===== src/include/fetch_defines.svh =====
`ifndef FETCH_DEFINES_SVH
`define FETCH_DEFINES_SVH

// Byte address width of the fetch path
`define FETCH_ADDR_BITS 16

// Instruction memory depth in 32-bit words
`define FETCH_MEM_WORDS 256

// First address fetched after reset
`define FETCH_RESET_PC 16'h0100

`endif


===== src/fetch_pkg.sv =====
`include "fetch_defines.svh"

package fetch_pkg;

    // Controller states
    typedef enum logic [1:0] {
        st_idle            = 2'd0,
        st_wait_req_accept = 2'd1,
        st_wait_resp       = 2'd2
    } fetch_state_e;

    typedef struct packed {
        logic                        valid;
        logic [`FETCH_ADDR_BITS-1:0] addr;
    } mem_req_t;

    typedef struct packed {
        logic                        data_valid;
        logic [`FETCH_ADDR_BITS-1:0] addr;
        logic [31:0]                 data;
        logic                        load_fault;
    } mem_resp_t;

    // Base 32-bit instruction layout
    typedef struct packed {
        logic [6:0] funct7;
        logic [4:0] rs2;
        logic [4:0] rs1;
        logic [2:0] funct3;
        logic [4:0] rd;
        logic [6:0] opcode;
    } full_instr_t;

    // Two 16-bit compressed halves, low half executes first
    typedef struct packed {
        logic [15:0] hi;
        logic [15:0] lo;
    } compressed_pair_t;

    typedef union packed {
        full_instr_t      full;
        compressed_pair_t pair;
    } fetch_word_u;

    typedef struct packed {
        logic                        valid;
        logic [`FETCH_ADDR_BITS-1:0] pc;
        fetch_word_u                 instr;
        logic                        compressed;
        logic                        load_fault;
        logic                        progbuf;
    } fetch_out_t;

endpackage


===== src/fetch_predecode.sv =====
`include "fetch_defines.svh"

module fetch_predecode
    import fetch_pkg::*;
(
    input  logic       i_clk,
    input  logic       i_nrst,
    input  fetch_out_t i_raw,
    output fetch_out_t o_fetch
);

    localparam fetch_out_t FETCH_RESET = '{
        valid:      1'b0,
        pc:         '1,
        instr:      '0,
        compressed: 1'b0,
        load_fault: 1'b0,
        progbuf:    1'b0
    };

    fetch_word_u word;
    logic        is_compressed;
    fetch_out_t  decoded;

    assign word = i_raw.instr;

    // Low half is a 16-bit instruction unless its two low bits are 11
    assign is_compressed = (word.pair.lo[1:0] != 2'b11);

    always_comb begin
        decoded            = i_raw;
        decoded.compressed = is_compressed;
    end

    always_ff @(posedge i_clk or negedge i_nrst) begin
        if (!i_nrst) begin
            o_fetch <= FETCH_RESET;
        end else begin
            o_fetch <= decoded;
        end
    end

endmodule


===== config.mk =====
export PLATFORM = sky130hd
export DESIGN_NAME = fetch_predecode
export DESIGN_NICKNAME = d
export VERILOG_FILES = /design/src/fetch_pkg.sv /design/src/fetch_predecode.sv
export VERILOG_INCLUDE_DIRS = /design/src /design/src/include
export SDC_FILE = /design/constraint.sdc
export NUM_CORES = 1
export LEC_CHECK = 0
export ABC_AREA = 1
export BUFFER_PORTS_ARGS = -buffer_cell sky130_fd_sc_hd__buf_2
export CAP_MARGIN = 10
export CELL_PAD_IN_SITES_DETAIL_PLACEMENT = 2
export CELL_PAD_IN_SITES_GLOBAL_PLACEMENT = 2
export CORE_UTILIZATION = 22
export CTS_BUF_LIST = sky130_fd_sc_hd__clkbuf_4
export CTS_CLUSTER_SIZE = 16
export DETAILED_ROUTE_END_ITERATION = 10
export PLACE_DENSITY = 0.82
export SLEW_MARGIN = 20
export SYNTH_ARGS = -nofsm -noshare
export SYNTH_HDL_FRONTEND = slang
export SYNTH_SLANG_ARGS = --single-unit

===== constraint.sdc =====
create_clock -name i_clk -period 0.8 [get_ports i_clk]
set_clock_uncertainty 0.1 [all_clocks]
set_input_delay 0.16 -clock i_clk [delete_from_list [all_inputs] [get_ports i_clk]]
set_output_delay 0.16 -clock i_clk [all_outputs]
set_load 0.005 [all_outputs]

==> Yosys cells after proc, flatten, opt, wreduce, memory -nomap -nowiden <==
Index checks and enable logic that the tools add are counted.
W data, S select, Z words.
{ "word_totals": {"mem_bits_ro": 0, "ram_bits": 0, "latch_bits": 0, "wordCells": 7, "mem_count": 0, "input_bits": 54, "regBits": 52} }
{ "classes": {"mux": 0, "mul": 0, "add_sub_neg": 0, "n_reduce_logical": 0, "eq_ne": 1, "div_mod_pow": 0, "order_cmp": 0, "bitwise": 0, "shifts": 0} }
{ "ops": {"columns": ["cell", "count"], "rows": [
  ["$ne A2 B2 Y1 const B", 1]
]} }

==> Longest topological paths before layout <==
{ "depth": {"word_depth": 1, "depth_mapped": 1, "ltp_nobuf": 1} }

==> Worst setup path before layout <==
OpenSTA, ideal clock, no wires.
{ "synth_path": {"path_kind": "register to output", "startpoint": "register o_fetch[35] (netlist bit)", "endpoint": "output port o_fetch[35] (netlist bit)", "arrival_ps": 501, "stages_incl_launch_ff": 1, "slack_ps": 39, "path_cell_list": "dfstp_2"} }
{ "synth_lines": {"columns": ["item", "line_no", "rtl"], "rows": [
  ["start, declared", "fetch_predecode.sv:9", "output fetch_out_t o_fetch"],
  ["start signal, assigned", "fetch_predecode.sv:39", "o_fetch <= decoded;"]
]} }
No word-level cell between the ends.

==> Worst setup path after layout <==
{ "layout_path": {"startpoint": "register o_fetch[50] (netlist bit)", "endpoint": "output port o_fetch[50] (netlist bit)"} }
No word-level cell between the ends.

==> reports/qor.yml <==
power_and_ir_drop:
  power_frac_clock_pct: 25.7
  netSwitchingPower_mw: 0.9772
  intPower_mw: 3.636
  power_density_nw_per_um2: 1762
  seq_power_share_pct: 61.4
  cellLeakagePower_nw: 1.290
  power_frac_comb_pct: 12.9
  finalPower_mw: 4.613
  ir_worst_vdd_uv: 847.4
  swShare_pct: 21.18
finish:
  final_cell_mix: "92 x buf_2, 52 x dlygate4sd3_1, 36 x dfrtp_1, 16 x dfstp_2, 12 x buf_6"
  diodes: 0
  area_growth_pct: 97.64
  drive_gt1_share_pct: 59.36
  nets: 272
  largest_register_ffs: 52
  top_regs: "o_fetch x52"
  regMostFlops: "o_fetch"
  final_common_cell: "buf_2"
detailed_routing:
  dr.pass1.iters: 3
  wirelength_um: 4153
  drc: 0
  wl_per_cell_um: 14.27
  num_vias: 1102
  routed_via_density: 3.787
  ant_nets: 0
  drt_iter0_drc: 11
timing:
  rsz0062_at_grt: "yes"
  fmax_mhz: 791.9
  period_share_pct: 157.9
  worst_pin_slew_ns: 0.2019
  timing_hold_violations_final: 0
  setup_ws_ns: -0.4628
  setup_viol: 52
  slew_headroom_pct: 86.54
  fin_crit_ns: 1.263
  hold_slack_ns: 0.2088
  finalMaxSlewViolations: 0
global_routing:
  grt_use_total_pct: 13.91
  grt_pass1_vias: 1322
  antenna_found_initial: 0
  grt_max_degree: 38
  overflow: 0
  grt_first_pass_wirelength_um: 6382
worst_setup_path:
  critical_path_buf_inv_count: 1
  cp.depth: 1
  end_kind: "primary output"
  critPathRequiredTime_ns: 0.54
  cp_top_family: "flip-flops"
  crit_chain: "buf_6"
  crit_slowest_cell: "dfstp_2"
  cpPeakStageDelay_ns: 0.56
  cp-startpoint: "o_fetch[50]$_DFF_PN1_"
  critPathLaunchType: "flop"
  worstPathMaxFanout: 1
  crit_type: "flop to primary output"
  arrival_ns: 1.00
yosys:
  synth_nets: 107
  syn_avg_cell_area_um2: 25.00
  syn_inst: 53
  synthDistinctLibCells: 3
  synth-seq-cells: 52
  syn-cell-area_um2: 1325
  ys_warn_count: 0
  ys_seq_area_share_pct: 99.72
placement:
  place_congestion: 0.5898
  portBuffers: 104
clocking:
  htreeDepth: 2
  cts.clk_slew.worst_paths_ns: 0.13
  cts_tree: "built"
  root_buffer: "clkbuf_4"
  clock_sinks: 52
  clockBufferDepth: 2
  postCtsSetupBuffers: 0
  numCtsBuffers: 5
die:
  core_um2: 5642
  floorplan.die.width_um: 79.61
  pin_count: 106
  rows: 27
  dieArea_um2: 6337
  initial_core_util_pct: 23.49
  die_y_um: 79.61
outcome:
  status: "finished with violations"
  failed_checks: "negative setup slack"
job:
  cap_viol_max_count: 0
worst_hold_path:
  hp-class: "input pin to async pin"
==> power groups by stage <==
stage	clock [mW]	sequential (mW)	combinational [mW]
2_1_floorplan	0	2.90	0.000982
3_3_place_gp	0	2.86	0.349
3_5_place_dp	0	2.87	0.363
4_1_cts	1.26	2.83	0.575
5_1_grt	1.36	2.85	0.648
6_report	1.18	2.83	0.595
==> logic make-up (layout without fill, tap and decap cells) <==
group                  count (synthesis)  in the layout  share of synthesized area [%]
AND/OR/NAND/NOR                        1              1                         0.2830
flip-flops                            52             52                          99.72
buffers and inverters                  0            166                              0
==> per-stage QoR <==
step	std cells	setup TNS [ns]	setup WS, ns	cell area, µm²	utilization (%)
global placement	231	-0.8047	-0.05809	1963	34.80
CTS	291	-19.96	-0.4830	2575	45.64
floorplan	53	0	0.03934	1325	-
finish	291	-18.52	-0.4628	2619	46.42
global route	291	-21.49	-0.5114	2619	46.42
detailed placement	231	-0.8833	-0.06585	1963	34.80
==> layer usage <==
metal	vias to the layer above	wire, µm	track usage [%]	part of all wire, %
li1	490	-	-	-
met3	5	406	5.600	9.8
met5	-	0	0	0
met1	534	1406	12.84	34
met2	73	2317	27.95	56
met4	0	23	2.727	0.55
==> synthesized netlist by cell type, drive strengths merged <==
| master | instances | share of area, % |
|---|---|---|
| nand2 | 1 | 0.28 |
| dfrtp | 36 | 68 |
| dfstp | 16 | 32 |
==> worst max-delay path by stage <==
| stage | to | slack (ns) |
|---|---|---|
| finish | o_fetch[50] | -0.46 |
| global route | o_fetch[41] | -0.51 |
| CTS | o_fetch[50] | -0.48 |
| detailed placement | o_fetch[49] | -0.07 |
| global placement | o_fetch[49] | -0.06 |
| floorplan | o_fetch[35] | 0.04 |
==> timing repair <==
item,in CTS,in global routing
pin swaps,0,0
setup endpoints to repair,52,52
hold endpoints to repair,104,0
hold buffers,52,0
gates resized for setup,5,7
==> cell type report <==
type	count	area, µm²
Clock buffer	8	60.06
Multi-Input combinational cell	1	3.754
Fill cell	553	3023
Timing Repair Buffer	158	1144
Sequential cell	52	1321
Tap cell	72	90.09
Note: power is estimated with default switching activity, not from simulation.
