## src/include/fetch_defines.svh

```systemverilog
`ifndef FETCH_DEFINES_SVH
`define FETCH_DEFINES_SVH

// Byte address width of the fetch path
`define FETCH_ADDR_BITS 16

// Instruction memory depth in 32-bit words
`define FETCH_MEM_WORDS 256

// First address fetched after reset
`define FETCH_RESET_PC 16'h0100

`endif

```

## src/fetch_pc_gen.sv

```systemverilog
`include "fetch_defines.svh"

module fetch_pc_gen (
    input  logic                        i_clk,
    input  logic                        i_nrst,
    input  logic                        i_fetch_en,
    input  logic                        i_flush,
    input  logic [`FETCH_ADDR_BITS-1:0] i_redirect_pc,
    input  logic                        i_req_accepted,
    output logic                        o_bp_valid,
    output logic [`FETCH_ADDR_BITS-1:0] o_bp_pc
);

    // Address of the next request not yet taken by memory
    logic [`FETCH_ADDR_BITS-1:0] next_pc;
    logic [`FETCH_ADDR_BITS-1:0] next_pc_inc;

    assign next_pc_inc = next_pc + `FETCH_ADDR_BITS'(4);

    always_ff @(posedge i_clk or negedge i_nrst) begin
        if (!i_nrst) begin
            next_pc <= `FETCH_RESET_PC;
        end else if (i_flush) begin
            next_pc <= i_redirect_pc;
        end else if (i_req_accepted) begin
            next_pc <= next_pc_inc;
        end
    end

    // No proposal while a redirect is loading
    assign o_bp_valid = i_fetch_en && !i_flush;

    // The controller samples bp_pc in the same cycle that memory takes the
    // current request, so look one step ahead on acceptance
    assign o_bp_pc = i_req_accepted ? next_pc_inc : next_pc;

endmodule

```

## config.mk

```make
export PLATFORM = sky130hd
export DESIGN_NAME = fetch_pc_gen
export DESIGN_NICKNAME = d
export VERILOG_FILES = /design/src/fetch_pc_gen.sv
export VERILOG_INCLUDE_DIRS = /design/src /design/src/include
export SDC_FILE = /design/constraint.sdc
export NUM_CORES = 1
export LEC_CHECK = 0
export ABC_AREA = 1
export BUFFER_PORTS_ARGS = -buffer_cell sky130_fd_sc_hd__buf_2
export CAP_MARGIN = 20
export CORE_MARGIN = 2
export CORE_UTILIZATION = 48
export DETAILED_ROUTE_END_ITERATION = 6
export PLACE_DENSITY = 0.78
export SKIP_LAST_GASP = 1
export SYNTH_ARGS = -nofsm -noshare
export SYNTH_HDL_FRONTEND = slang
export SYNTH_SLANG_ARGS = --single-unit
```

## constraint.sdc

```tcl
create_clock -name i_clk -period 1.4 [get_ports i_clk]
set_input_delay 0 -clock i_clk [delete_from_list [all_inputs] [get_ports i_clk]]
set_output_delay 0 -clock i_clk [all_outputs]
set_load 0.01 [all_outputs]
```

After elaboration in Yosys (flattened, before gate mapping) --
Cells that the tools add are included.
Storage, ports and cells: register bits after elaboration 16, bits in latches 0, memory bits (writable) 0, bits in read-only memories 0, input bits 21, output and inout port bits 17, memories kept 0
Operators by class: $add $sub $neg 1, multipliers 0, divide/modulo/power cells 0, $lt $le $gt $ge 0, equality and inequality tests 0, shifts and indexed selects 0, multiplexer cells 2, bitwise operators 0, reductions and logical operators 2
Operators with widths (count):
- $mux W16 | 2
- $add A16 B3 Y16 const B | 1
- $logic_and A1 B1 Y1 | 1
- $logic_not A1 Y1 | 1

Logic depth before layout (Yosys ltp) --
word-level depth 3, mapped depth 8, depth with buffers taken out 8

Least setup slack after synthesis --
Ideal clock, no wire load.
path type flip-flop to flip-flop, start register next_pc[8], end register next_pc[11], data arrival time 1.269 ns, data required time 1.334 ns, setup slack 0.065 ns, stages on the path, launching flop included 7, path through dfstp_2 -> nand2_1 -> nor2_1 -> nand3_2 -> xnor2_1 -> nand2_1 -> nand2_1
Between the ends: word-level cells in the longest chain between the ends 3
Ends and longest elaborated chain:
- start: declaration | RTL line fetch_pc_gen.sv:15 | logic [`FETCH_ADDR_BITS-1:0] next_pc;
- start signal: assignment | RTL line fetch_pc_gen.sv:22 | next_pc <= `FETCH_RESET_PC;
- start signal: assignment | RTL line fetch_pc_gen.sv:24 | next_pc <= i_redirect_pc;
- start signal: assignment | RTL line fetch_pc_gen.sv:26 | next_pc <= next_pc_inc;
- $add A16 B3 Y16 | RTL line fetch_pc_gen.sv:18 | assign next_pc_inc = next_pc + `FETCH_ADDR_BITS'(4);
- $mux W16 | RTL line fetch_pc_gen.sv:25 | end else if (i_req_accepted) begin
- via o_bp_pc[11] | RTL line fetch_pc_gen.sv:11 | output logic [`FETCH_ADDR_BITS-1:0] o_bp_pc
- $mux W16 | RTL line fetch_pc_gen.sv:23 | end else if (i_flush) begin
The timed path passes the listed nets, and every way through them passes these cells.

Worst setup path in the final report --
start register next_pc[2], end output port o_bp_pc[12]
Between the ends: word-level cells in the longest chain between the ends 2
Ends and longest elaborated chain (RTL line):
- $add A16 B3 Y16 | fetch_pc_gen.sv:18
- $mux W16
- end: declaration | fetch_pc_gen.sv:11
No other way between the ends.

==> results.txt <==
----------------------------------------------------
[Floorplanning]
  Starting density of the core ... 51.08%
  Count of standard-cell rows ... 16
  Die Y ... 49.70 microns
  IO Pins ... 38
  Die Footprint ... ~0.0025 sq mm
  Area of the core ... between 0.0015 and 0.002 sq mm
  DIE WIDTH ... ~50 microns

[Route]
  Post-route DRC violation count ... 0
  TritonRoute pass-1 iters ... 4
  Number of vias per cell ... around 4.9
  Total detailed-routing wirelength ... 3.176 mm
  Number of DRC markers in iteration 0 ... 38
  Vias post-DR ... 1158
  Antenna violation net count after detailed routing ... 0
  Routed wirelength normalized by instance count ... between 10 and 15 microns

[Timing]
  Final worst path period need ... between 1.5 and 2 ns
  RSZ-0062 raised after global routing ... true
  Count of final max-slew check failures ... 0
  Final setup violation count ... 15
  Number of hold violations in the final report ... 0
  Final Cycle Share ... 115.0%
  Actual slew at the worst max-slew pin ... 0.4538 ns
  Post-route worst setup slack ... -0.2098 ns
  Final worst clock skew ... 0.006351 ns
  Slew HR ... 69.72%
  Fmax achieved ... 0.6212 GHz

[Cells and area]
  Share of post-route cells with drive strength above 1 ... roughly two fifths
  Signed area change from the synthesized netlist to the final layout ... 65.79%
  Antenna Diode Count ... 0
  Registers with the most flip-flops ... next_pc: 16 flops
  Most common cell after layout, fill and taps aside ... sky130_fd_sc_hd__nand2_1
  Most used cells in the layout excluding fill and tap cells ... sky130_fd_sc_hd__nand2_1 (62), sky130_fd_sc_hd__buf_2 (34), sky130_fd_sc_hd__dlygate4sd3_1 (17), sky130_fd_sc_hd__buf_4 (17), sky130_fd_sc_hd__dfrtp_1 (14)
  Register with the most flip-flops ... next_pc
  Core Util, Final ... 84.69%
  Post-layout nets ... ~230
  Flip-flop count of the largest register, all copies and words added ... 16
  Design area ... about 0.0017 sq mm

[Global route]
  Grt met1 use ... 27.68%
  Met3 demand-to-capacity share in global routing ... 3.939%
  Total track usage ... 23.86%
  Initial antenna violation count ... 0
  Global route total overflow ... 0
  Grt peak-use layer ... met2
  Via count of the first global-routing pass ... 1080
  Global-route wire length before repair ... 4.485 mm
  Global-route track usage on met2 ... a little over two fifths
  Largest net degree at the start of global routing ... 20

[Worst setup path]
  Count of buffer and inverter cells on the critical path ... 2
  Crit path capture type ... output port
  Cell repeated most along the worst path ... sky130_fd_sc_hd__nand2_1
  Arrival time reported for the critical path endpoint ... 1.61 ns
  Worst reg2reg endpoint ... next_pc[15]$_DFF_PN0_
  Worst Path Class, Setup ... flop to output port
  R2R setup slack ... -0.15 ns
  Register-to-Register Path Depth ... 11
  Type of element launching the critical path ... flop
  Category of cells accounting for the largest share of critical-path delay ... simple AND/OR/NAND/NOR gates
  Worst R2R Start ... next_pc[5]$_DFF_PN0_
  Cell at the slowest stage of the critical path ... sky130_fd_sc_hd__dfrtp_1
  Total stage count of the critical path ... 8
  Required time reported for the critical path endpoint ... approximately 1.4 ns
  Worst-path fanout max ... 6
  Cell-by-cell trace of the critical path ... ha_4 -> nand3_4 -> nor2_4 -> nand2_1 -> nand2_1 -> nand2_1 -> inv_1 -> buf_2
  Slowest cell delay on critical path ... 0.43 ns

[Clock network]
  Clock buffer depth ... 2
  Clock tree from TritonCTS ... done
  Root buffer selected by CTS ... sky130_fd_sc_hd__clkbuf_4
  Number of sinks handled by clock tree synthesis ... 16
  Clock buffer count from CTS ... 3
  Clock edge transition at the registers on the reported setup and hold paths ... 0.09 ns
  Clock latency reported for the late side of the worst-skew pair ... 0.29 ns
  Maximum level of the CTS H-tree ... 1

[Synth]
  Synth cell types ... 23
  Synthesized netlist net count ... 160
  Number of synthesis warnings ... 0
  Cell area after synthesis ... 0.001002 sq mm
  Total of flip-flops plus latches after synthesis ... 16
  Number of instances in the synthesized netlist ... 138
  Post-Synthesis Mean Instance Area ... 7.262 sq um
  Post-synthesis sequential area ratio ... 40.07%

[Min path]
  Hold EP ... next_pc[2]$_DFF_PN0_
  Origin of the worst min-delay path ... i_req_accepted
  Worst min path class ... primary input to flop
  Number of cells traversed by the worst hold path ... 4

[Placed design]
  Standard cell area after detailed placement ... 0.001206 sq mm
  DP HPWL ... 1.547 mm
  Quantity of I/O buffers inserted on ports ... 37
  Placer congestion estimate ... 0.8408
  Dpl ws ... a little over 0.009 ns

[Status]
  Violated checks ... setup timing
  Run status ... complete, but fails checks

[Run]
  Max Cap Viol ... 0

[Pwr]
  Static Leakage ... 0.9074 nW
  Worst vdd rail ir drop ... 0.5542 mV
  Ratio of total power to cell area ... 788.9 mW/mm^2

----------------------------------------------------
==> tightest hold or removal path, delay by kind of cell <==
kind / cells / cell delay, ns
xor gates and xnor gates: 1 / 0.11
and+or+nand+nor: 2 / 0.09
buffers and inverters: 1 / 0.20
==> power by group <==
part / internal, W / total, W / switching (W)
sequential: 0.000510 / 0.000566 / 0.0000557
clock: 0.000111 / 0.000263 / 0.000152
combinational: 0.000252 / 0.000482 / 0.000231
==> through the flow <==
step                       power, W  setup TNS (ns)  instances  hold slack [ns]
after floorplan           0.0007357               0        138          -0.2956
after global placement    0.0008435               0        199         -0.06352
after detailed placement  0.0008534               0        199         -0.06514
after CTS                  0.001205          -1.167        231          0.08296
after global routing       0.001391          -2.978        238           0.1566
final                      0.001311          -1.926        238           0.1403
==> worst max path at each step <==
| stage | start | to | slack (ns) |
|---|---|---|---|
| after floorplan | next_pc[8]$_DFF_PN1_ | next_pc[11]$_DFF_PN0_ | 0.07 |
| after global placement | next_pc[8]$_DFF_PN1_ | next_pc[15]$_DFF_PN0_ | 0.05 |
| after detailed placement | next_pc[8]$_DFF_PN1_ | next_pc[15]$_DFF_PN0_ | 0.009 |
| after CTS | next_pc[3]$_DFF_PN0_ | o_bp_pc[10] | -0.15 |
| after global routing | next_pc[5]$_DFF_PN0_ | o_bp_pc[15] | -0.29 |
| final | next_pc[2]$_DFF_PN0_ | o_bp_pc[12] | -0.21 |
==> timing repair <==
item / in CTS / in global routing
endpoints found under the setup margin: 12 / 19
hold endpoints to repair: 32 / 0
resized for setup: 10 / 18
setup buffers: 11 / 7
pin swaps: 8 / 11
hold buffers: 17 / 0
==> routing by layer <==
layer	vias to the layer above	part of all wire, %
met2	53	52
li1	562	-
met1	534	40
met3	9	4.7
met5	-	0
met4	0	3.0
==> layout make-up <==
class	instances	area [sq um]
inverters	15	56.30
fillers	113	300.3
repair buffers	74	535.5
clock buffers	4	26.28
flip-flops and latches	16	402.9
well taps	27	33.78
multi-input cells	102	606.8
==> synth_stat cells <==
cell                       count  share of area (%)
sky130_fd_sc_hd__xnor2_1       2                1.7
sky130_fd_sc_hd__and2_1        1               0.62
sky130_fd_sc_hd__dfstp_2       1                2.6
sky130_fd_sc_hd__nor2_1        5                1.9
sky130_fd_sc_hd__xnor2_2       1                1.6
sky130_fd_sc_hd__nand2_2       2                1.2
sky130_fd_sc_hd__clkbuf_1      2               0.75
sky130_fd_sc_hd__o21ai_0       3                1.5
sky130_fd_sc_hd__ha_1          1                1.2
sky130_fd_sc_hd__mux2_2        1                1.1
sky130_fd_sc_hd__buf_4         3                2.2
sky130_fd_sc_hd__xor2_1        3                2.6
sky130_fd_sc_hd__or2_0         1               0.62
sky130_fd_sc_hd__inv_1        15                5.6
sky130_fd_sc_hd__nor3_1        1               0.50
sky130_fd_sc_hd__nand2_4       1                1.1
sky130_fd_sc_hd__nand2_1      65                 24
sky130_fd_sc_hd__a21o_2        1               0.87
sky130_fd_sc_hd__dfrtp_1      15                 37
sky130_fd_sc_hd__nand3_1       6                3.0
sky130_fd_sc_hd__nand3_2       2                2.0
sky130_fd_sc_hd__nor2_4        3                3.4
sky130_fd_sc_hd__nand4_1       3                1.9
==> cell families (layout without fill, tap and decap cells) <==
logic type / Yosys count / in the layout / share of synthesized area, %
mux: 1 / 1 / 1.124
fa+ha+maj: 1 / 1 / 1.248
xor+xnor: 6 / 6 / 5.994
buf+inv: 20 / 93 / 8.614
flops: 16 / 16 / 40.08
compound gates: 4 / 4 / 2.372
simple gates: 90 / 90 / 40.57
Note: power is estimated with default switching activity, not from simulation.
