--- config.mk ---
export PLATFORM = sky130hd
export DESIGN_NAME = fetch_ctrl
export DESIGN_NICKNAME = d
export VERILOG_FILES = /design/src/fetch_pkg.sv /design/src/fetch_ctrl.sv
export VERILOG_INCLUDE_DIRS = /design/src /design/src/include
export SDC_FILE = /design/constraint.sdc
export NUM_CORES = 1
export LEC_CHECK = 0
export BUFFER_PORTS_ARGS = -buffer_cell sky130_fd_sc_hd__buf_2
export CAP_MARGIN = 20
export CORE_ASPECT_RATIO = 0.9
export CORE_MARGIN = 5
export CORE_UTILIZATION = 48
export DETAILED_ROUTE_END_ITERATION = 7
export GPL_TIMING_DRIVEN = 0
export PLACE_DENSITY_LB_ADDON = 0.15
export SETUP_SLACK_MARGIN = 0.4
export SYNTH_ARGS = -nofsm -noshare
export SYNTH_HDL_FRONTEND = slang
export SYNTH_SLANG_ARGS = --single-unit
--- constraint.sdc ---
create_clock -name i_clk -period 2.85 [get_ports i_clk]
set_clock_uncertainty 0.15 [all_clocks]
set_input_delay 0.4275 -clock i_clk [delete_from_list [all_inputs] [get_ports i_clk]]
set_output_delay 0.4275 -clock i_clk [all_outputs]
set_load 0.01 [all_outputs]
--- src/include/fetch_defines.svh ---
`ifndef FETCH_DEFINES_SVH
`define FETCH_DEFINES_SVH

// Byte address width of the fetch path
`define FETCH_ADDR_BITS 16

// Instruction memory depth in 32-bit words
`define FETCH_MEM_WORDS 256

// First address fetched after reset
`define FETCH_RESET_PC 16'h0100

`endif

--- src/fetch_pkg.sv ---
`include "fetch_defines.svh"

package fetch_pkg;

    // Controller states
    typedef enum logic [1:0] {
        st_idle            = 2'd0,
        st_wait_req_accept = 2'd1,
        st_wait_resp       = 2'd2
    } fetch_state_e;

    typedef struct packed {
        logic                        valid;
        logic [`FETCH_ADDR_BITS-1:0] addr;
    } mem_req_t;

    typedef struct packed {
        logic                        data_valid;
        logic [`FETCH_ADDR_BITS-1:0] addr;
        logic [31:0]                 data;
        logic                        load_fault;
    } mem_resp_t;

    // Base 32-bit instruction layout
    typedef struct packed {
        logic [6:0] funct7;
        logic [4:0] rs2;
        logic [4:0] rs1;
        logic [2:0] funct3;
        logic [4:0] rd;
        logic [6:0] opcode;
    } full_instr_t;

    // Two 16-bit compressed halves, low half executes first
    typedef struct packed {
        logic [15:0] hi;
        logic [15:0] lo;
    } compressed_pair_t;

    typedef union packed {
        full_instr_t      full;
        compressed_pair_t pair;
    } fetch_word_u;

    typedef struct packed {
        logic                        valid;
        logic [`FETCH_ADDR_BITS-1:0] pc;
        fetch_word_u                 instr;
        logic                        compressed;
        logic                        load_fault;
        logic                        progbuf;
    } fetch_out_t;

endpackage

--- src/fetch_ctrl.sv ---
`include "fetch_defines.svh"

module fetch_ctrl
    import fetch_pkg::*;
(
    input  logic                        i_clk,
    input  logic                        i_nrst,
    input  logic                        i_bp_valid,
    input  logic [`FETCH_ADDR_BITS-1:0] i_bp_pc,
    input  logic                        i_mem_ready,
    input  mem_resp_t                   i_mem_resp,
    output mem_req_t                    o_mem_req,
    output logic                        o_req_accepted,
    input  logic                        i_flush,
    input  logic                        i_progbuf_ena,
    input  logic [`FETCH_ADDR_BITS-1:0] i_progbuf_pc,
    input  logic [31:0]                 i_progbuf_instr,
    output fetch_out_t                  o_raw,
    output logic [`FETCH_ADDR_BITS-1:0] o_fetching_pc
);

    typedef struct packed {
        fetch_state_e                state;
        logic                        req_valid;
        logic [`FETCH_ADDR_BITS-1:0] req_addr;
        logic [`FETCH_ADDR_BITS-1:0] shadow;
        logic                        resp_ready;
        logic                        drop;
        fetch_out_t                  raw;
    } ctrl_regs_t;

    localparam ctrl_regs_t CTRL_RESET = '{
        state:      st_idle,
        req_valid:  1'b0,
        req_addr:   '1,
        shadow:     '1,
        resp_ready: 1'b0,
        drop:       1'b0,
        raw:        '{valid: 1'b0, pc: '1, instr: '0, compressed: 1'b0,
                      load_fault: 1'b0, progbuf: 1'b0}
    };

    ctrl_regs_t r, rin;
    logic       accepted;
    logic       resp_seen;

    assign accepted  = r.req_valid && i_mem_ready;
    // A response only counts when one is due this cycle
    assign resp_seen = i_mem_resp.data_valid && r.resp_ready;

    always_comb begin
        rin = r;
        rin.raw.valid = 1'b0;
        case (r.state)
            st_idle: begin
                if (i_progbuf_ena) begin
                    // Injected instruction bypasses memory
                    rin.raw.valid      = 1'b1;
                    rin.raw.pc         = i_progbuf_pc;
                    rin.raw.instr      = i_progbuf_instr;
                    rin.raw.load_fault = 1'b0;
                    rin.raw.progbuf    = 1'b1;
                end else if (i_bp_valid) begin
                    rin.state     = st_wait_req_accept;
                    rin.req_valid = 1'b1;
                    rin.req_addr  = i_bp_pc;
                end
            end
            st_wait_req_accept: begin
                if (i_mem_ready) begin
                    rin.req_valid = i_bp_valid && !i_progbuf_ena;
                    rin.req_addr  = i_bp_pc;
                    rin.shadow    = r.req_addr;
                    rin.state     = st_wait_resp;
                end else if (i_bp_valid) begin
                    // Address may still move while the request waits
                    rin.req_addr = i_bp_pc;
                end
            end
            st_wait_resp: begin
                if (resp_seen) begin
                    if (!r.drop) begin
                        rin.raw.valid      = 1'b1;
                        rin.raw.pc         = i_mem_resp.addr;
                        rin.raw.instr      = i_mem_resp.data;
                        rin.raw.load_fault = i_mem_resp.load_fault;
                        rin.raw.progbuf    = 1'b0;
                    end
                    if (r.req_valid) begin
                        if (i_mem_ready) begin
                            // Next request overlaps this response
                            rin.req_valid = i_bp_valid && !i_progbuf_ena;
                            rin.req_addr  = i_bp_pc;
                            rin.shadow    = r.req_addr;
                        end else begin
                            rin.state = st_wait_req_accept;
                        end
                    end else if (i_bp_valid && !i_progbuf_ena) begin
                        rin.req_valid = 1'b1;
                        rin.req_addr  = i_bp_pc;
                        rin.state     = st_wait_req_accept;
                    end else begin
                        rin.req_addr = '1;
                        rin.state    = st_idle;
                    end
                end
            end
            default: begin
                rin.state = st_idle;
            end
        endcase

        if (i_flush) begin
            rin.req_valid      = 1'b0;
            rin.raw.valid      = 1'b0;
            rin.raw.pc         = '1;
            rin.raw.instr      = '0;
            rin.raw.load_fault = 1'b0;
            rin.raw.progbuf    = 1'b0;
            // A request taken this cycle still returns data, wait for it
            rin.state = accepted ? st_wait_resp : st_idle;
        end
        rin.drop       = i_flush && accepted;
        rin.resp_ready = accepted;
    end

    always_ff @(posedge i_clk or negedge i_nrst) begin
        if (!i_nrst) begin
            r <= CTRL_RESET;
        end else begin
            r <= rin;
        end
    end

    assign o_mem_req      = '{valid: r.req_valid, addr: r.req_addr};
    assign o_req_accepted = accepted;
    assign o_raw          = r.raw;
    assign o_fetching_pc  = r.shadow;

endmodule

==> After elaboration in Yosys (flattened, before gate mapping) <==
Index checks and enable logic that the tools add are counted.
{ "word_totals": {"n_memories": 0, "reg_bits": 88, "rom_bits": 0, "mem_bits_rw": 0, "input_bits": 120, "latchBits": 0, "output_inout_bits": 86} }
{ "op_classes": {"n_div": 0, "add_sub_neg": 0, "muxes": 29, "n_reduce_logical": 15, "bitwise": 0, "n_shift": 0, "eq_ne": 17, "mul": 0, "order_cmp": 0} }
{ "op_table": {"columns": ["op", "n"], "rows": [
  ["$mux W49", 4],
  ["$pmux W49 S2", 1],
  ["$mux W16", 5],
  ["$mux W19", 3],
  ["$pmux W17 S3", 1],
  ["$mux W35", 1],
  ["$mux W33", 1],
  ["$pmux W16 S2", 1],
  ["$ne A3 B3 Y1 const B", 8],
  ["$reduce_and A5 Y1", 3],
  ["$mux W2", 6],
  ["$ne A2 B2 Y1 const B", 6],
  ["$mux W3", 2],
  ["$pmux W2 S3", 1],
  ["$reduce_and A6 Y1", 1],
  ["$reduce_bool A3 Y1", 2],
  ["$logic_and A1 B1 Y1", 4],
  ["$ne A4 B4 Y1 const B", 1],
  ["$pmux W2 S2", 1],
  ["$reduce_and A4 Y1", 1],
  ["$reduce_bool A4 Y1", 1],
  ["$eq A2 B1 Y1 const B", 1],
  ["$eq A2 B2 Y1 const B", 1],
  ["$logic_not A2 Y1", 1],
  ["other kinds (3)", 4]
]} }

==> Logic depth before layout (Yosys ltp) <==
{ "depth": {"ltp_word": 7, "mapped_depth": 9, "ltp_nobuf": 6} }

==> Worst setup path after synthesis <==
OpenSTA, ideal clock, no wires.
{ "synth_timing": {"path_type": "reg-to-reg", "start": "register r[87] (netlist bit)", "end": "register r, in the netlist o_mem_req[0]", "t_arrival_ns": 1.829, "path_stages_with_launch": 10, "setup_slack_ns": 0.797, "required_ns": 2.625, "setup_ns": 0.075, "n_path_buf": 3, "path_cell_list": "dfrtp_1 > inv_1 > ha_1 > and2_4 > buf_6 > a311oi_2 > o211a_1 > buf_6 > buf_12 > mux2i_1"} }
{ "synth_via": {"elab_chain_cells": 3, "elab_cells_between_ends": 11, "classes_between": "eq/ne: 7; mux: 1; reduce/logical: 3"} }
{ "synth_rtl": {"columns": ["item", "line_no", "text"], "rows": [
  ["from (decl)", "fetch_ctrl.sv:43", "ctrl_regs_t r, rin;"],
  ["from (signal assigned)", "fetch_ctrl.sv:131", "r <= rin;"],
  ["$eq A2 B2 Y1 (tied with other cells)", "fetch_ctrl.sv:54", "case (r.state)"],
  ["$ne A3 B3 Y1 (no source line) (tied with other cells)", null, null],
  ["$reduce_and A6 Y1 (no source line)", null, null]
]} }
Several ways; a longest one is shown, not always the timed one.
A chain may end at the register's enable or synchronous reset.

==> Worst setup path in the final report <==
{ "layout_timing": {"start": "register r[87] (netlist bit)", "end": "register r, in the netlist o_mem_req[1]"} }
Same word-level chain as after synthesis.

==> flow_metrics.py <==
metrics = {
    "clock_network": {
        "clk_pin_slew_ns": 0.09,
        "cts.sinks": 88,
        "cts_tree": "yes",
        "cts_made_buffers": 9,
        "htreeDepth": 3,
        "cts_setup_buffers": 0,
        "cts.path.max_buffers": 2,
        "clkLatencyLatePin_ns": 0.35,
        "ctsRootBufferMaster": "clkbuf_8",
    },
    "grt": {
        "grt_pass1_vias": 3868,
        "grt_pass1_wl_microns": 19100,
        "grt_usage_pct": 19.7,
        "grt_overflow": 0,
        "antenna_found_initial": 0,
        "grt_max_degree": 57,
    },
    "power_and_ir_drop": {
        "powerDensity_nw_per_um2": 920,
        "ir_drop_v": 0.000537,
        "p_leak_uw": 0.00319,
    },
    "die": {
        "core_area_sq_um": 9740,
        "rows": 34,
        "die_w_microns": 115,
        "die_h_microns": 105,
        "io_pins": 206,
        "initial_core_util_pct": 49.3,
        "die_area_sq_um": 12100,
    },
    "detailed_routing": {
        "drtAntennaViolNets": 0,
        "drt-initial-drc-count": 136,
        "vias": 4052,
        "wirelength_microns": 12400,
        "dr.pass1.iters": 4,
        "drc": 0,
        "routedWlPerCell_microns": 15.0,
        "vias_per_cell": 4.92,
    },
    "placed_design": {
        "placed_area_sq_um": 6010,
        "dp_cells": 806,
        "dp_hpwl_microns": 9610,
        "routabilityCongestion": 0.872,
        "port-buffer-count": 204,
        "post-place-ws_ns": 0.385,
    },
    "sta": {
        "slew_viol_final": 0,
        "worst_slew_pin_slew_ns": 0.494,
        "finalHoldViolCount": 0,
        "fin_tns_setup_ns": 0,
        "setup_viol": 0,
        "max_slew_margin_pct": 66.9,
        "rsz0062_at_grt": "true",
        "timing.final.crit_share_pct": 82.2,
        "fmax_ghz": 0.427,
        "setup_ws_ns": 0.507,
        "min_period_ns": 2.34,
    },
    "logic_synthesis": {
        "ys_seq_area_share_pct": 47.1,
        "yosysTopAreaCell": "dfstp_2",
        "synth_area_leaders": "dfstp_2 26%, dfrtp_1 21%, buf_4 13%",
        "netlist_instances": 475,
        "postSynth.asyncResetShare_pct": 100,
        "ys_ff_latch": 88,
        "netlist.area_leader.share_pct": 26.2,
        "synth.most_common_cell": "buf_4",
        "yosys_warnings": 0,
        "synth_edf_count": 0,
        "synth_commonest_cells": "85 x buf_4, 48 x dfstp_2, 45 x o21ai_0",
        "syn_area_per_cell_sq_um": 10.1,
        "dominantRegCellSynth": "dfstp_2",
        "synth_cell_types": 47,
        "syn_area_sq_um": 4810,
        "syn_nets": 600,
    },
    "finish": {
        "nNetsFinal": 817,
        "area_growth_syn_to_layout_pct": 29.8,
        "layout-drive-gt1-share_pct": 57.7,
        "fillCellCount": 831,
        "finalNonFillerCells": 823,
        "final_area_sq_um": 6240,
        "insertedDiodeCount": 0,
        "final_util_pct": 64.1,
    },
    "outcome": {
        "status": "finished, final reports clean",
    },
    "critical_path": {
        "startpoint": "r[87]",
        "ff2ff_setup_slack_ns": 0.51,
        "critPathMaxFanout": 10,
        "worstPathCellList": "inv_1 > ha_1 > and2_4 > buf_6 > a311oi_2 > o211a_1 > buf_6 > buf_12 > mux2i_1",
        "path_buf_inv": 4,
        "cp_data_arrival_time_ns": 2.47,
        "crit_path_max_incr_delay_ns": 0.42,
        "reg2reg_to": "o_mem_req[1]",
        "cp-endpoint": "o_mem_req[1]",
        "endpoint_kind": "register",
        "crit_required_ns": 2.97,
        "path_delay_family": "buffers and inverters",
        "cp-start-kind": "register",
        "slowest_stage": "dfrtp_1",
        "reg2regPathDepth": 9,
        "reg2reg_from": "r[87]",
        "crit_type": "reg2reg",
        "cp_common_cell": "buf_6",
        "cp.depth": 9,
    },
    "hold_path": {
        "hold_class": "in2reg",
    },
    "run": {
        "cap_violations": 0,
    },
}
## stage by stage
step / hold WS, ns / power, uW
floorplan: -0.0181 / 4050
global placement: 0.311 / 4850
detailed placement: 0.259 / 4930
CTS: 0.207 / 5780
global route: 0.213 / 6140
finish: 0.215 / 5740
## repair_timing
| action | CTS | global route |
|---|---|---|
| endpoints found under the hold margin | 12 | 0 |
| setup endpoints to repair | 6 | 28 |
| resized for setup | 2 | 7 |
| hold buffers | 1 | 0 |
## how the worst min path moves through the flow
stage                         from       endpoint  slack, ns  depth (start not counted)
finish              i_mem_resp[23]      o_raw[25]       0.22                          3
global route        i_mem_resp[22]      o_raw[24]       0.21                          3
CTS                 i_mem_resp[14]      o_raw[16]       0.21                          3
detailed placement          i_nrst      o_raw[15]       0.26                          1
global placement      o_mem_req[1]   o_mem_req[1]       0.31                          2
floorplan                   i_nrst  o_mem_req[16]      -0.02                          0
## layout make-up
class / instances / area (sq um) / share of cell area (%)
multi-input cells: 250 / 1670 / 26.7
well taps: 126 / 158 / 2.53
repair buffers: 206 / 1060 / 17.0
flip-flops and latches: 88 / 2260 / 36.3
plain buffers: 115 / 813 / 13.0
clock buffers: 13 / 170 / 2.73
clock inverters: 3 / 25.0 / 0.401
inverters: 22 / 82.6 / 1.32
## kinds of logic after synthesis
group	after synthesis	share of synthesized area, %
other	1	0.0780
adders and majority gates	5	1.30
muxes	35	7.76
DFF	88	47.1
and+or+nand+nor	73	6.56
AOI/OAI and AO/OA	136	18.7
buffers and inverters	137	18.5
## cell usage in the layout (no fill, tap or decap), types with 3 or more instances in the layout
master    synthesis  layout
buf_2            14     216
buf_4            85      86
dfstp_2          48      48
o21ai_0          45      45
nand2_1          41      41
dfrtp_1          40      40
a22oi_1          32      32
inv_1            22      22
a21oi_1          21      21
nor2_1           18      18
mux2i_1          17      17
mux2_2           17      17
a221oi_1         16      16
clkbuf_1         12      11
clkbuf_8          0      10
o21ai_1           6       6
ha_1              5       4
buf_6             3       3
clkbuf_2          0       3
## state kept, by name, indices dropped and copies added, names as in the netlist
| signal | cells |
|---|---|
| o_mem_req | 17 |
| o_raw | 51 |
| r | 4 |
| o_fetching_pc | 16 |
## report_power, final
group	total [uW]	internal, uW	switching (uW)
combinational	2800	1440	1350
clock	840	399	442
sequential	2100	1860	245
total	5740	3700	2040
## tightest hold or removal path, cell delays in order
cell,delay [ns]
buf_2,0.07
a22oi_1,0.05
o21ai_0,0.13
## metal layers
metal  GRT usage (%)  wire (microns)  vias to the layer above
met1            26.2            5180                     1911
li1                -               -                     2003
met5               0               0                        -
met4            5.53             121                        0
met3            4.45             903                       10
met2            32.2            6150                      128
No activity file was read; power rests on OpenSTA's default activity.
